`config.mk`:
```
export PLATFORM = sky130hd
export DESIGN_NAME = cacheFlushTop
export DESIGN_NICKNAME = d
export VERILOG_FILES = /design/src/cacheFlushPkg.sv /design/src/cacheFlushManager.sv /design/src/icacheInvalidator.sv /design/src/dcacheFlushWalker.sv /design/src/writebackFifo.sv /design/src/writebackDrain.sv /design/src/cacheFlushTop.sv
export VERILOG_INCLUDE_DIRS = /design/src
export SDC_FILE = /design/constraint.sdc
export NUM_CORES = 1
export LEC_CHECK = 0
export BUFFER_PORTS_ARGS = -buffer_cell sky130_fd_sc_hd__buf_2
export CAP_MARGIN = 0
export CORE_MARGIN = 1.5
export CORE_UTILIZATION = 60
export CTS_CLUSTER_SIZE = 30
export DETAILED_ROUTE_END_ITERATION = 8
export GPL_ROUTABILITY_DRIVEN = 0
export PLACE_DENSITY_LB_ADDON = 0.3
export RECOVER_POWER = 50
export SKIP_CTS_REPAIR_TIMING = 1
export SLEW_MARGIN = 20
export SYNTH_ARGS = -nofsm -noshare
export SYNTH_HDL_FRONTEND = slang
export SYNTH_SLANG_ARGS = --single-unit
```
`constraint.sdc`:
```
create_clock -name clk -period 6.4 [get_ports clk]
set_clock_uncertainty 0.2 [all_clocks]
set_input_delay 0.96 -clock clk [delete_from_list [all_inputs] [get_ports clk]]
set_output_delay 0.96 -clock clk [all_outputs]
set_load 0.005 [all_outputs]
```
`src/cacheFlush_settings.svh`:
```
/*
 * Cache flush subsystem sizes
 * Geometry of both caches, line data width and writeback buffer depth
 */
`ifndef CACHE_FLUSH_SETTINGS_SVH
`define CACHE_FLUSH_SETTINGS_SVH

// Line index width, one index per line
`define CF_INDEX_BITS 4

// Must equal 2 ** CF_INDEX_BITS
`define CF_LINES 16

`define CF_TAG_BITS 8
`define CF_DATA_BITS 32

// Default number of writeback entries buffered before memory
`define CF_FIFO_DEPTH 4

`endif

```
`src/cacheFlushPkg.sv`:
```
/*
 * Cache flush package
 * Width typedefs and state machine encodings shared by the flush blocks
 */
`include "cacheFlush_settings.svh"

package cacheFlushPkg;

    typedef logic [`CF_INDEX_BITS-1:0] lineIndexT;
    typedef logic [`CF_TAG_BITS-1:0] tagT;
    typedef logic [`CF_DATA_BITS-1:0] lineDataT;

    // Line address toward memory: tag in the upper bits, index below
    typedef logic [`CF_TAG_BITS+`CF_INDEX_BITS-1:0] memAddrT;

    typedef enum logic [1:0] {
        phaseFree        = 2'd0,
        phaseSendRequest = 2'd1,
        phaseProcessing  = 2'd2,
        phaseWaiting     = 2'd3
    } flushPhaseT;

    typedef enum logic [1:0] {walkIdle, walkScan, walkDone} walkStateT;

endpackage

```
`src/cacheFlushManager.sv`:
```
/*
 * Cache flush manager
 * Waits for both caches to go idle, pulses a flush into each, collects
 * their completions in any order and holds flushComplete until released
 */
`timescale 1ns/10ps

module cacheFlushManager (
    input  logic clk,
    input  logic rstN,
    input  logic flushReq,
    output logic flushComplete,
    input  logic icFlushReqAck,
    input  logic dcFlushReqAck,
    output logic icFlushReq,
    output logic dcFlushReq,
    input  logic icFlushComplete,
    input  logic dcFlushComplete
);

    cacheFlushPkg::flushPhaseT phaseReg, phaseNext;

    // Completion seen so far from each cache
    logic icDoneReg, icDoneNext;
    logic dcDoneReg, dcDoneNext;

    always_ff @(posedge clk or negedge rstN) begin
        if (!rstN) begin
            phaseReg  <= cacheFlushPkg::phaseFree;
            icDoneReg <= 1'b0;
            dcDoneReg <= 1'b0;
        end else begin
            phaseReg  <= phaseNext;
            icDoneReg <= icDoneNext;
            dcDoneReg <= dcDoneNext;
        end
    end

    always_comb begin
        phaseNext     = phaseReg;
        icDoneNext    = icDoneReg;
        dcDoneNext    = dcDoneReg;
        icFlushReq    = 1'b0;
        dcFlushReq    = 1'b0;
        flushComplete = 1'b0;

        case (phaseReg)
            cacheFlushPkg::phaseFree: begin
                if (flushReq) begin
                    phaseNext = cacheFlushPkg::phaseSendRequest;
                end
            end
            cacheFlushPkg::phaseSendRequest: begin
                // Both caches must be idle before either is started
                if (icFlushReqAck && dcFlushReqAck) begin
                    icFlushReq = 1'b1;
                    dcFlushReq = 1'b1;
                    icDoneNext = 1'b0;
                    dcDoneNext = 1'b0;
                    phaseNext  = cacheFlushPkg::phaseProcessing;
                end
            end
            cacheFlushPkg::phaseProcessing: begin
                if (icFlushComplete) begin
                    icDoneNext = 1'b1;
                end
                if (dcFlushComplete) begin
                    dcDoneNext = 1'b1;
                end
                if (icDoneNext && dcDoneNext) begin
                    phaseNext = cacheFlushPkg::phaseWaiting;
                end
            end
            cacheFlushPkg::phaseWaiting: begin
                // Held until the requester raises flushReq again
                flushComplete = 1'b1;
                if (flushReq) begin
                    phaseNext = cacheFlushPkg::phaseFree;
                end
            end
            default: begin
                phaseNext = cacheFlushPkg::phaseFree;
            end
        endcase
    end

endmodule

```
`src/icacheInvalidator.sv`:
```
/*
 * Instruction cache invalidator
 * Valid and tag per line with fill and lookup ports; a flush clears
 * the valid bits one line per cycle
 */
`timescale 1ns/10ps
`include "cacheFlush_settings.svh"

module icacheInvalidator (
    input  logic                    clk,
    input  logic                    rstN,
    input  logic                    fillValid,
    input  cacheFlushPkg::lineIndexT fillIndex,
    input  cacheFlushPkg::tagT      fillTag,
    output logic                    fillReady,
    input  cacheFlushPkg::lineIndexT lookupIndex,
    input  cacheFlushPkg::tagT      lookupTag,
    output logic                    lookupHit,
    input  logic                    icFlushReq,
    output logic                    icFlushReqAck,
    output logic                    icFlushComplete
);

    localparam cacheFlushPkg::lineIndexT LastIndex = cacheFlushPkg::lineIndexT'(`CF_LINES - 1);

    logic [`CF_LINES-1:0] validBits;
    cacheFlushPkg::tagT tagArr [`CF_LINES];

    logic flushing;
    cacheFlushPkg::lineIndexT clearIdx;

    assign fillReady     = !flushing;
    assign icFlushReqAck = !flushing;
    assign lookupHit     = validBits[lookupIndex] && (tagArr[lookupIndex] == lookupTag);

    always_ff @(posedge clk) begin
        if (fillValid && fillReady) begin
            tagArr[fillIndex] <= fillTag;
        end
    end

    always_ff @(posedge clk or negedge rstN) begin
        if (!rstN) begin
            validBits       <= '0;
            flushing        <= 1'b0;
            clearIdx        <= '0;
            icFlushComplete <= 1'b0;
        end else begin
            icFlushComplete <= 1'b0;
            if (fillValid && fillReady) begin
                validBits[fillIndex] <= 1'b1;
            end
            if (icFlushReq && !flushing) begin
                flushing <= 1'b1;
                clearIdx <= '0;
            end else if (flushing) begin
                validBits[clearIdx] <= 1'b0;
                clearIdx            <= clearIdx + 1'b1;
                if (clearIdx == LastIndex) begin
                    // Completion lands in the cycle after the last clear
                    flushing        <= 1'b0;
                    icFlushComplete <= 1'b1;
                end
            end
        end
    end

endmodule

```
`src/dcacheFlushWalker.sv`:
```
/*
 * Data cache flush walker
 * Tag, data and dirty state per line with a store port; on a flush it
 * scans the lines in order and offers each dirty one as a writeback
 */
`timescale 1ns/10ps
`include "cacheFlush_settings.svh"

module dcacheFlushWalker (
    input  logic                     clk,
    input  logic                     rstN,
    input  logic                     storeValid,
    input  cacheFlushPkg::lineIndexT storeIndex,
    input  cacheFlushPkg::tagT       storeTag,
    input  cacheFlushPkg::lineDataT  storeData,
    output logic                     storeReady,
    input  logic                     dcFlushReq,
    output logic                     dcFlushReqAck,
    output logic                     wbValid,
    input  logic                     wbReady,
    output cacheFlushPkg::memAddrT   wbAddr,
    output cacheFlushPkg::lineDataT  wbData,
    output logic                     walkDone,
    input  logic                     drainBusy
);

    localparam cacheFlushPkg::lineIndexT LastIndex = cacheFlushPkg::lineIndexT'(`CF_LINES - 1);

    logic [`CF_LINES-1:0] dirtyBits;
    cacheFlushPkg::tagT      tagArr  [`CF_LINES];
    cacheFlushPkg::lineDataT dataArr [`CF_LINES];

    cacheFlushPkg::walkStateT state;
    cacheFlushPkg::lineIndexT scanIdx;

    logic storeFire;
    logic curDirty;
    logic advance;

    // Stores are held off for the whole flush, drain included
    assign storeReady    = (state == cacheFlushPkg::walkIdle) && !drainBusy;
    assign dcFlushReqAck = (state == cacheFlushPkg::walkIdle) && !drainBusy;
    assign storeFire     = storeValid && storeReady;

    assign curDirty = dirtyBits[scanIdx];
    assign wbValid  = (state == cacheFlushPkg::walkScan) && curDirty;
    assign wbAddr   = {tagArr[scanIdx], scanIdx};
    assign wbData   = dataArr[scanIdx];
    assign walkDone = (state == cacheFlushPkg::walkDone);

    // Clean lines pass in one cycle, dirty ones wait for the FIFO
    assign advance = (state == cacheFlushPkg::walkScan) && (!curDirty || wbReady);

    always_ff @(posedge clk) begin
        if (storeFire) begin
            tagArr[storeIndex]  <= storeTag;
            dataArr[storeIndex] <= storeData;
        end
    end

    always_ff @(posedge clk or negedge rstN) begin
        if (!rstN) begin
            dirtyBits <= '0;
        end else begin
            if (storeFire) begin
                dirtyBits[storeIndex] <= 1'b1;
            end
            if (wbValid && wbReady) begin
                dirtyBits[scanIdx] <= 1'b0;
            end
        end
    end

    always_ff @(posedge clk or negedge rstN) begin
        if (!rstN) begin
            state   <= cacheFlushPkg::walkIdle;
            scanIdx <= '0;
        end else begin
            case (state)
                cacheFlushPkg::walkIdle: begin
                    if (dcFlushReq) begin
                        state   <= cacheFlushPkg::walkScan;
                        scanIdx <= '0;
                    end
                end
                cacheFlushPkg::walkScan: begin
                    if (advance) begin
                        if (scanIdx == LastIndex) begin
                            state <= cacheFlushPkg::walkDone;
                        end else begin
                            scanIdx <= scanIdx + 1'b1;
                        end
                    end
                end
                cacheFlushPkg::walkDone: begin
                    // One cycle only, the drain latches it
                    state <= cacheFlushPkg::walkIdle;
                end
                default: begin
                    state <= cacheFlushPkg::walkIdle;
                end
            endcase
        end
    end

endmodule

```
`src/writebackFifo.sv`:
```
/*
 * Writeback FIFO
 * Circular buffer of address and data entries with valid/ready on
 * both sides; any depth of two or more
 */
`timescale 1ns/10ps
`include "cacheFlush_settings.svh"

module writebackFifo #(
    parameter int Depth = `CF_FIFO_DEPTH
) (
    input  logic                    clk,
    input  logic                    rstN,
    input  logic                    inValid,
    output logic                    inReady,
    input  cacheFlushPkg::memAddrT  inAddr,
    input  cacheFlushPkg::lineDataT inData,
    output logic                    outValid,
    input  logic                    outReady,
    output cacheFlushPkg::memAddrT  outAddr,
    output cacheFlushPkg::lineDataT outData,
    output logic                    empty
);

    localparam int PtrBits = $clog2(Depth);
    localparam int CountBits = $clog2(Depth + 1);
    localparam logic [PtrBits-1:0] LastPtr = PtrBits'(Depth - 1);

    cacheFlushPkg::memAddrT  addrMem [Depth];
    cacheFlushPkg::lineDataT dataMem [Depth];

    logic [PtrBits-1:0] wrPtr, rdPtr;
    logic [CountBits-1:0] count;
    logic push, pop;

    assign inReady  = (count != CountBits'(Depth));
    assign outValid = (count != '0);
    assign empty    = (count == '0);
    assign outAddr  = addrMem[rdPtr];
    assign outData  = dataMem[rdPtr];

    assign push = inValid && inReady;
    assign pop  = outValid && outReady;

    always_ff @(posedge clk) begin
        if (push) begin
            addrMem[wrPtr] <= inAddr;
            dataMem[wrPtr] <= inData;
        end
    end

    // Explicit wrap so non power of two depths work
    always_ff @(posedge clk or negedge rstN) begin
        if (!rstN) begin
            wrPtr <= '0;
            rdPtr <= '0;
            count <= '0;
        end else begin
            if (push) begin
                wrPtr <= (wrPtr == LastPtr) ? '0 : wrPtr + 1'b1;
            end
            if (pop) begin
                rdPtr <= (rdPtr == LastPtr) ? '0 : rdPtr + 1'b1;
            end
            if (push && !pop) begin
                count <= count + 1'b1;
            end else if (pop && !push) begin
                count <= count - 1'b1;
            end
        end
    end

endmodule

```
`src/writebackDrain.sv`:
```
/*
 * Writeback drain
 * Moves FIFO entries into a memory output register and reports data
 * cache flush completion once the walk is over and all writes are out
 */
`timescale 1ns/10ps

module writebackDrain (
    input  logic                    clk,
    input  logic                    rstN,
    input  logic                    inValid,
    output logic                    inReady,
    input  cacheFlushPkg::memAddrT  inAddr,
    input  cacheFlushPkg::lineDataT inData,
    input  logic                    fifoEmpty,
    input  logic                    walkDone,
    output logic                    drainBusy,
    output logic                    memValid,
    input  logic                    memReady,
    output cacheFlushPkg::memAddrT  memAddr,
    output cacheFlushPkg::lineDataT memData,
    output logic                    dcFlushComplete
);

    logic pending;

    // Register is free when empty or being emptied this cycle
    assign inReady         = !memValid || memReady;
    assign drainBusy       = pending;
    assign dcFlushComplete = pending && fifoEmpty && !memValid;

    always_ff @(posedge clk) begin
        if (inValid && inReady) begin
            memAddr <= inAddr;
            memData <= inData;
        end
    end

    always_ff @(posedge clk or negedge rstN) begin
        if (!rstN) begin
            memValid <= 1'b0;
            pending  <= 1'b0;
        end else begin
            if (inValid && inReady) begin
                memValid <= 1'b1;
            end else if (memReady) begin
                memValid <= 1'b0;
            end
            if (walkDone) begin
                pending <= 1'b1;
            end else if (dcFlushComplete) begin
                pending <= 1'b0;
            end
        end
    end

endmodule

```
`src/cacheFlushTop.sv`:
```
/*
 * Cache flush subsystem top
 * Flush manager with the instruction cache invalidator and the data
 * cache walker, writeback FIFO and drain
 */
`timescale 1ns/10ps
`include "cacheFlush_settings.svh"

module cacheFlushTop (
    input  logic                     clk,
    input  logic                     rstN,
    input  logic                     flushReq,
    output logic                     flushComplete,
    input  logic                     fillValid,
    input  cacheFlushPkg::lineIndexT fillIndex,
    input  cacheFlushPkg::tagT       fillTag,
    output logic                     fillReady,
    input  cacheFlushPkg::lineIndexT lookupIndex,
    input  cacheFlushPkg::tagT       lookupTag,
    output logic                     lookupHit,
    input  logic                     storeValid,
    input  cacheFlushPkg::lineIndexT storeIndex,
    input  cacheFlushPkg::tagT       storeTag,
    input  cacheFlushPkg::lineDataT  storeData,
    output logic                     storeReady,
    output logic                     memValid,
    output cacheFlushPkg::memAddrT   memAddr,
    output cacheFlushPkg::lineDataT  memData,
    input  logic                     memReady
);

    logic icFlushReqAck, dcFlushReqAck;
    logic icFlushReq, dcFlushReq;
    logic icFlushComplete, dcFlushComplete;

    // Walker to FIFO
    logic wbValid, wbReady;
    cacheFlushPkg::memAddrT  wbAddr;
    cacheFlushPkg::lineDataT wbData;

    // FIFO to drain
    logic fifoValid, fifoReady, fifoEmpty;
    cacheFlushPkg::memAddrT  fifoAddr;
    cacheFlushPkg::lineDataT fifoData;

    logic walkDone, drainBusy;

    cacheFlushManager u_manager (
        .clk(clk), .rstN(rstN),
        .flushReq(flushReq), .flushComplete(flushComplete),
        .icFlushReqAck(icFlushReqAck), .dcFlushReqAck(dcFlushReqAck),
        .icFlushReq(icFlushReq), .dcFlushReq(dcFlushReq),
        .icFlushComplete(icFlushComplete), .dcFlushComplete(dcFlushComplete)
    );

    icacheInvalidator u_icache (
        .clk(clk), .rstN(rstN),
        .fillValid(fillValid), .fillIndex(fillIndex), .fillTag(fillTag),
        .fillReady(fillReady),
        .lookupIndex(lookupIndex), .lookupTag(lookupTag), .lookupHit(lookupHit),
        .icFlushReq(icFlushReq), .icFlushReqAck(icFlushReqAck),
        .icFlushComplete(icFlushComplete)
    );

    dcacheFlushWalker u_walker (
        .clk(clk), .rstN(rstN),
        .storeValid(storeValid), .storeIndex(storeIndex), .storeTag(storeTag),
        .storeData(storeData), .storeReady(storeReady),
        .dcFlushReq(dcFlushReq), .dcFlushReqAck(dcFlushReqAck),
        .wbValid(wbValid), .wbReady(wbReady), .wbAddr(wbAddr), .wbData(wbData),
        .walkDone(walkDone), .drainBusy(drainBusy)
    );

    writebackFifo #(.Depth(`CF_FIFO_DEPTH)) u_fifo (
        .clk(clk), .rstN(rstN),
        .inValid(wbValid), .inReady(wbReady), .inAddr(wbAddr), .inData(wbData),
        .outValid(fifoValid), .outReady(fifoReady),
        .outAddr(fifoAddr), .outData(fifoData),
        .empty(fifoEmpty)
    );

    writebackDrain u_drain (
        .clk(clk), .rstN(rstN),
        .inValid(fifoValid), .inReady(fifoReady), .inAddr(fifoAddr), .inData(fifoData),
        .fifoEmpty(fifoEmpty), .walkDone(walkDone), .drainBusy(drainBusy),
        .memValid(memValid), .memReady(memReady), .memAddr(memAddr), .memData(memData),
        .dcFlushComplete(dcFlushComplete)
    );

endmodule

```
==> flow_summary.ini, run 1 <==
[pwr]
p_sw_uw = 5150
peakVddDrop_v = 0.000443
switching_share_pct = 27.0
p_seq_share_pct = 47.7
p_int_uw = 13900
combPwrFrac_pct = 22.6
p_leak_uw = 0.0141
power_uw = 19000
power_frac_clock_pct = 29.7
power_density_mw_per_mm2 = 430

[setup_path]
arrival_ns = 5.25
crit_chain = buf_4, buf_4, mux4_2, mux4_2
cp_slowest_cell = dfrtp_1
worstReg2RegStart = u_walker.scanIdx[1]$_DFFE_PN0P_
cpPeakStageDelay_ns = 1.61
critPathKind = register to register
critPathLaunch = u_walker.scanIdx[1]$_DFFE_PN0P_
crit_fanout = 67
setup.worst_path.start_class = register
end_kind = register
critPathRequiredTime_ns = 6.53

[detailed_routing]
first_pass_iters = 5
antenna_left = 0
dr_total_vias = 18700
vias_per_cell = 6.68
detail_route.wl_per_cell_um = 31.6
drcViolationCount = 0
drt_iter0_markers = 2085
wl_mm = 88.2

[synthesis]
yosysSeqAreaShare_pct = 78.7
synth_flop_cell = edfxtp_1
yosys_warnings = 0
synth_cell_type_count = 45
synth_compound_area_share_pct = 0.826
synth_xor_area_share_pct = 0.443
ys_seq_elements = 1045
synth_edf_count = 988
synth_top_family_by_area = multiplexers
muxShareOfSynthArea_pct = 16.9
synth-simple-area-share_pct = 1.65
synth_adder_area_share_pct = 0.620
async_reset_ff_share_pct = 5.45
syn-instance-count = 1672
synth_nets = 1765
syn-cell-area_mm2 = 0.0395
synth_area_per_cell_um2 = 23.6

[finish]
finalNonFillerCells = 2791
num-fill-cells = 3828
layout.nets = 1948
fin_util_pct = 68.4
area_growth_pct = 12.1
drive_above_1_share_pct = 27.6

[cts]
cts_num_sinks = 1045
clkTransAtPathRegs_ns = 0.06
cts_max_path_buffers = 3
cts_buffers = 100
cts_tree = yes
clk_latency_ns = 0.66
root_buffer = clkbuf_16
htreeDepth = 3

[floorplan]
rows = 93
core_area_mm2 = 0.0648
die_y_um = 260
dieWidth_um = 260
ios = 123
dieArea_mm2 = 0.0674
start_util_pct = 61.0

[flow_run]
max_cap_violations = 12

[global_routing]
grt_pass1_vias = 19300
grt_pass1_wl_mm = 128
overflow = 0
grt_usage_pct = 26.8
antenna_found_initial = 6
grt_max_degree = 113

[worst_hold_path]
hp-start = u_walker.state[0]$_DFFE_PN0P_
hold_class = register to register

[timing]
rsz0062_at_grt = no
fmax_mhz = 195
worstMarginPinSlew_ns = 4.26
report.final.slew_viol_count = 384
fin_tns_setup_ns = 0
fin_hold_ws_ns = 0.311
finalCritPeriodShare_pct = 79.9
finalCriticalPeriod_ns = 5.12
setup_viol = 0
final_hold_viol_count = 0
slew_headroom_pct = -184

[status]
run_status = finished with violations
violations = max-capacitance violations, max-slew violations

[place]
dpl.hpwl_mm = 42.5
io_buffers = 122
place_inst = 2607
## registers in the layout, summed over array words and instances (netlist names), 3 cells and up
register            count
u_fifo.dataMem        128
u_drain.memData        32
u_fifo.count            3
u_walker.tagArr       128
u_walker.dirtyBits     16
u_fifo.addrMem         48
u_walker.dataArr      512
u_icache.clearIdx       4
u_icache.tagArr       128
u_walker.scanIdx        4
u_drain.memAddr        12
u_icache.validBits     16
## placed cells by master, fill, tap and decap left out, types with 18 or more instances in the layout
cell type and n:
buf_2 57, buf_4 24, edfxtp_1 988, mux4_2 286
nor2_1 53, clkbuf_1 96, ha_1 18, clkinv_1 20
a21oi_1 30, clkbuf_16 104, mux2i_1 20, dfrtp_1 55
## critical path, delay by kind of cell, from the launching register on
kind | cells | cell delay [ns]
mux | 2 | 1.05
buf+inv | 2 | 1.86
flops | 1 | 1.61
## layer usage
layer | vias to the layer above | routed length [µm] | GRT usage, %
met5 | - | 34 | 0
met4 | 6 | 2690 | 9.56
met3 | 206 | 7740 | 5.05
met2 | 1119 | 45600 | 45.2
met1 | 9876 | 32100 | 35.6
li1 | 7443 | - | -
## area by class of cell
class | instances | area (µm²) | area share (%)
antenna | 3 | 7.51 | 0.0169
clock buffer | 131 | 2740 | 6.19
sequential | 1045 | 31100 | 70.2
timing repair buffer | 155 | 759 | 1.71
multi-input combinational | 539 | 8210 | 18.5
tap | 855 | 1070 | 2.41
inverter | 14 | 52.6 | 0.119
clock inverter | 49 | 378 | 0.853
## power groups by stage
stage               combinational [µW]  sequential [µW]  clock (µW)
CTS                               4240             9130        5730
global placement                  4030             9220           0
floorplan                         3140             8910           0
detailed placement                4150             9260           0
global route                      4590             9160        5970
finish                            4300             9080        5670
## cells in the mapped netlist, types with 5 or more instances
cell	count	share of area, %
edfxtp_1	988	75
mux4_2	286	16
nor2_1	67	0.64
dfrtp_1	57	3.6
clkbuf_1	45	0.43
a21oi_1	30	0.38
mux2i_1	20	0.51
buf_1	18	0.17
ha_1	18	0.57
nand2_1	17	0.16
nor3_1	14	0.18
inv_1	12	0.11
buf_2	11	0.14
xnor2_1	11	0.24
xor2_1	9	0.20
and2_1	6	0.095
nand2b_1	6	0.095
o21ai_1	6	0.076
a2bb2oi_1	5	0.11
## stage by stage
step	setup WS, ns	area [µm²]
detailed placement	1.57	41400
finish	1.28	44300
floorplan	1.53	39500
global route	0.842	44300
CTS	1.53	44500
global placement	1.54	41300
## logic make-up after synthesis
kind of cell    Yosys count
flops                  1045
mux                     310
simple gates            136
buf+inv                  88
compound gates           54
xor+xnor                 20
fa+ha+maj                19
## worst paths after layout
path                                                endpoint  slack (ns)  cells after the start
setup reg to reg              u_fifo.dataMem[1][7]$_DFFE_PP_        1.28                      4
min in group asynchronous  u_manager.phaseReg[1]$_DFFE_PN0P_        1.24                      2
setup / recovery              u_fifo.dataMem[1][7]$_DFFE_PP_        1.28                      4
hold / removal                 u_drain.drainBusy$_DFFE_PN0P_        0.31                      1
hold reg to reg                u_drain.drainBusy$_DFFE_PN0P_        0.31                      1
max in group asynchronous    u_walker.scanIdx[0]$_DFFE_PN0P_        2.58                      2
No activity file was read; power rests on OpenSTA's default activity.
==> run 2: changes to the inputs <==
- clock period: 6.4 -> 5.2 ns (I/O delays scaled with it)
==> run 2 against run 1 <==
- the flow still finishes with violations (max-capacitance violations, max-slew violations)
- via count fell by 0.65%
- final cell count is 0.57% higher
- worst hold slack got worse by 0.059 ns
- worst setup slack got worse by 0.63 ns
- sequential power increased by 23%
- critical endpoint is now u_fifo.dataMem[2][20]$_DFFE_PP_
- highest routed layer unchanged
==> flow_summary.ini, run 2 (same netlist as run 1, synthesis figures left out) <==
[status]
violations = max-capacitance violations, max-slew violations
run_status = finished with violations

[timing]
setup_viol = 0
worstMarginPinSlew_ns = 3.06
fmax_mhz = 220
finalCriticalPeriod_ns = 4.54
rsz0062_at_grt = no
finalCritPeriodShare_pct = 87.4
slew_headroom_pct = -104
fin_hold_ws_ns = 0.252
report.final.slew_viol_count = 258
fin_tns_setup_ns = 0
final_hold_viol_count = 0

[finish]
area_growth_pct = 12.8
layout_common_cells = edfxtp_1, mux4_2, clkbuf_1, clkbuf_16, nor2_1
finalNonFillerCells = 2807
num-fill-cells = 3750
regMostFlops = u_walker.dataArr
drive_above_1_share_pct = 27.5
largest_reg_flops = 512
layout.nets = 1956
mostFrequentLayoutCell = edfxtp_1

[floorplan]
dieArea_mm2 = 0.0674
die_y_um = 260
rows = 93
start_util_pct = 61.0
dieWidth_um = 260
core_area_mm2 = 0.0648
ios = 123

[pwr]
combPwrFrac_pct = 22.3
power_frac_clock_pct = 30.7
p_sw_uw = 6430
switching_share_pct = 27.1
p_leak_uw = 0.0142
power_density_mw_per_mm2 = 533
p_seq_share_pct = 47.1
peakVddDrop_v = 0.000341
p_int_uw = 17300

[setup_path]
end_kind = register
arrival_ns = 4.69
cp_slowest_cell = dfrtp_1
cpPeakStageDelay_ns = 1.65
setup.worst_path.start_class = register
critPathRequiredTime_ns = 5.35
crit_chain = buf_4, buf_4, mux4_2, mux4_2
critical-path-top-delay-family = flip-flops
critPathKind = register to register
crit_fanout = 44
crit_buf_inv = 2

[cts]
cts_tree = yes
root_buffer = clkbuf_16
clkTransAtPathRegs_ns = 0.06
clk_latency_ns = 0.66
cts_num_sinks = 1045
cts_buffers = 100
htreeDepth = 3
cts_max_path_buffers = 3

[global_routing]
grt_pass1_wl_mm = 129
overflow = 0
grt_max_degree = 58
grt_pass1_vias = 19600
antenna_found_initial = 9
grt_usage_pct = 27.0

[detailed_routing]
wl_met2_mm = 45.4
antenna_left = 0
detail_route.wl_per_cell_um = 31.5
vias_per_cell = 6.60
first_pass_iters = 5
drcViolationCount = 0
wl_met3_mm = 8.06
routed.top_layer = met5
wl_mm = 88.5
wl_met1_mm = 31.8
dr_total_vias = 18500
drt_iter0_markers = 2321

[place]
place_inst = 2616
dpl.hpwl_mm = 45.1
io_buffers = 122

[flow_run]
max_cap_violations = 8

[worst_hold_path]
hold_class = input port to register
-- run 2: cell count changes in the layout (fill, tap and decap cells not counted), moves of 2 or more --
| cell | before | now |
|---|---|---|
| diode_2 | 3 | 8 |
| nor2_1 | 53 | 55 |
| nor2_2 | 2 | 0 |
| buf_12 | 1 | 4 |
| clkbuf_1 | 96 | 106 |
| clkinv_2 | 17 | 14 |
| buf_4 | 24 | 32 |
| bufinv_16 | 5 | 11 |
| buf_2 | 57 | 44 |
-- run 2: final timing paths --
path / cells after the start / start / slack [ns] / end
worst min register to register: 1 / u_walker.state[0]$_DFFE_PN0P_ / 0.32 / u_drain.drainBusy$_DFFE_PN0P_
min in group asynchronous: 2 / rstN / 1.03 / u_icache.clearIdx[3]$_DFFE_PN0P_
max in group asynchronous: 2 / rstN / 1.61 / u_walker.scanIdx[0]$_DFFE_PN0P_
worst max-delay path: 4 / u_walker.scanIdx[1]$_DFFE_PN0P_ / 0.66 / u_fifo.dataMem[2][20]$_DFFE_PP_
worst min-delay path: 3 / memReady / 0.25 / u_drain.memValid$_DFFE_PN0P_
worst max register to register: 4 / u_walker.scanIdx[1]$_DFFE_PN0P_ / 0.66 / u_fifo.dataMem[2][20]$_DFFE_PP_
-- run 2: area by class of cell --
class                      instances  area (µm²)  share of cell area, %
inverter                          14        52.6                  0.118
antenna                            8        20.0                 0.0449
clock inverter                    51         541                   1.21
tap                              855        1070                   2.40
clock buffer                     132        2740                   6.14
multi-input combinational        539        8210                   18.4
sequential                      1045       31100                   69.7
timing repair buffer             163         861                   1.93
-- run 2: routing by layer --
metal  track usage (%)  vias up
met5                 0        -
met4              11.6        4
met3              5.36      211
met2              44.8     1139
met1              35.4     9716
li1                  -     7459
-- run 2: metrics by stage --
step	power [µW]	cell area [µm²]	setup slack [ns]	utilization [%]
6_report	23700	44600	0.656	68.8
5_1_grt	24600	44600	0.494	68.8
4_1_cts	23900	44700	0.982	69.0
3_5_place_dp	16600	41500	1.06	64.0
3_3_place_gp	16300	41400	0.989	63.9
2_1_floorplan	14800	39500	0.492	-
-- run 2: power by group through the flow --
stage	Sequential [µW]	Combinational, µW	Clock [µW]
floorplan	11000	3860	0
global placement	11300	5050	0
detailed placement	11300	5220	0
CTS	11200	5360	7360
global route	11300	5630	7660
finish	11200	5280	7280
-- run 2: worst reg2reg max path, cell delays in order, from the launching register on --
cell and delay, ns:
dfrtp_1 1.65, buf_4 0.76, buf_4 0.65, mux4_2 0.44, mux4_2 0.56
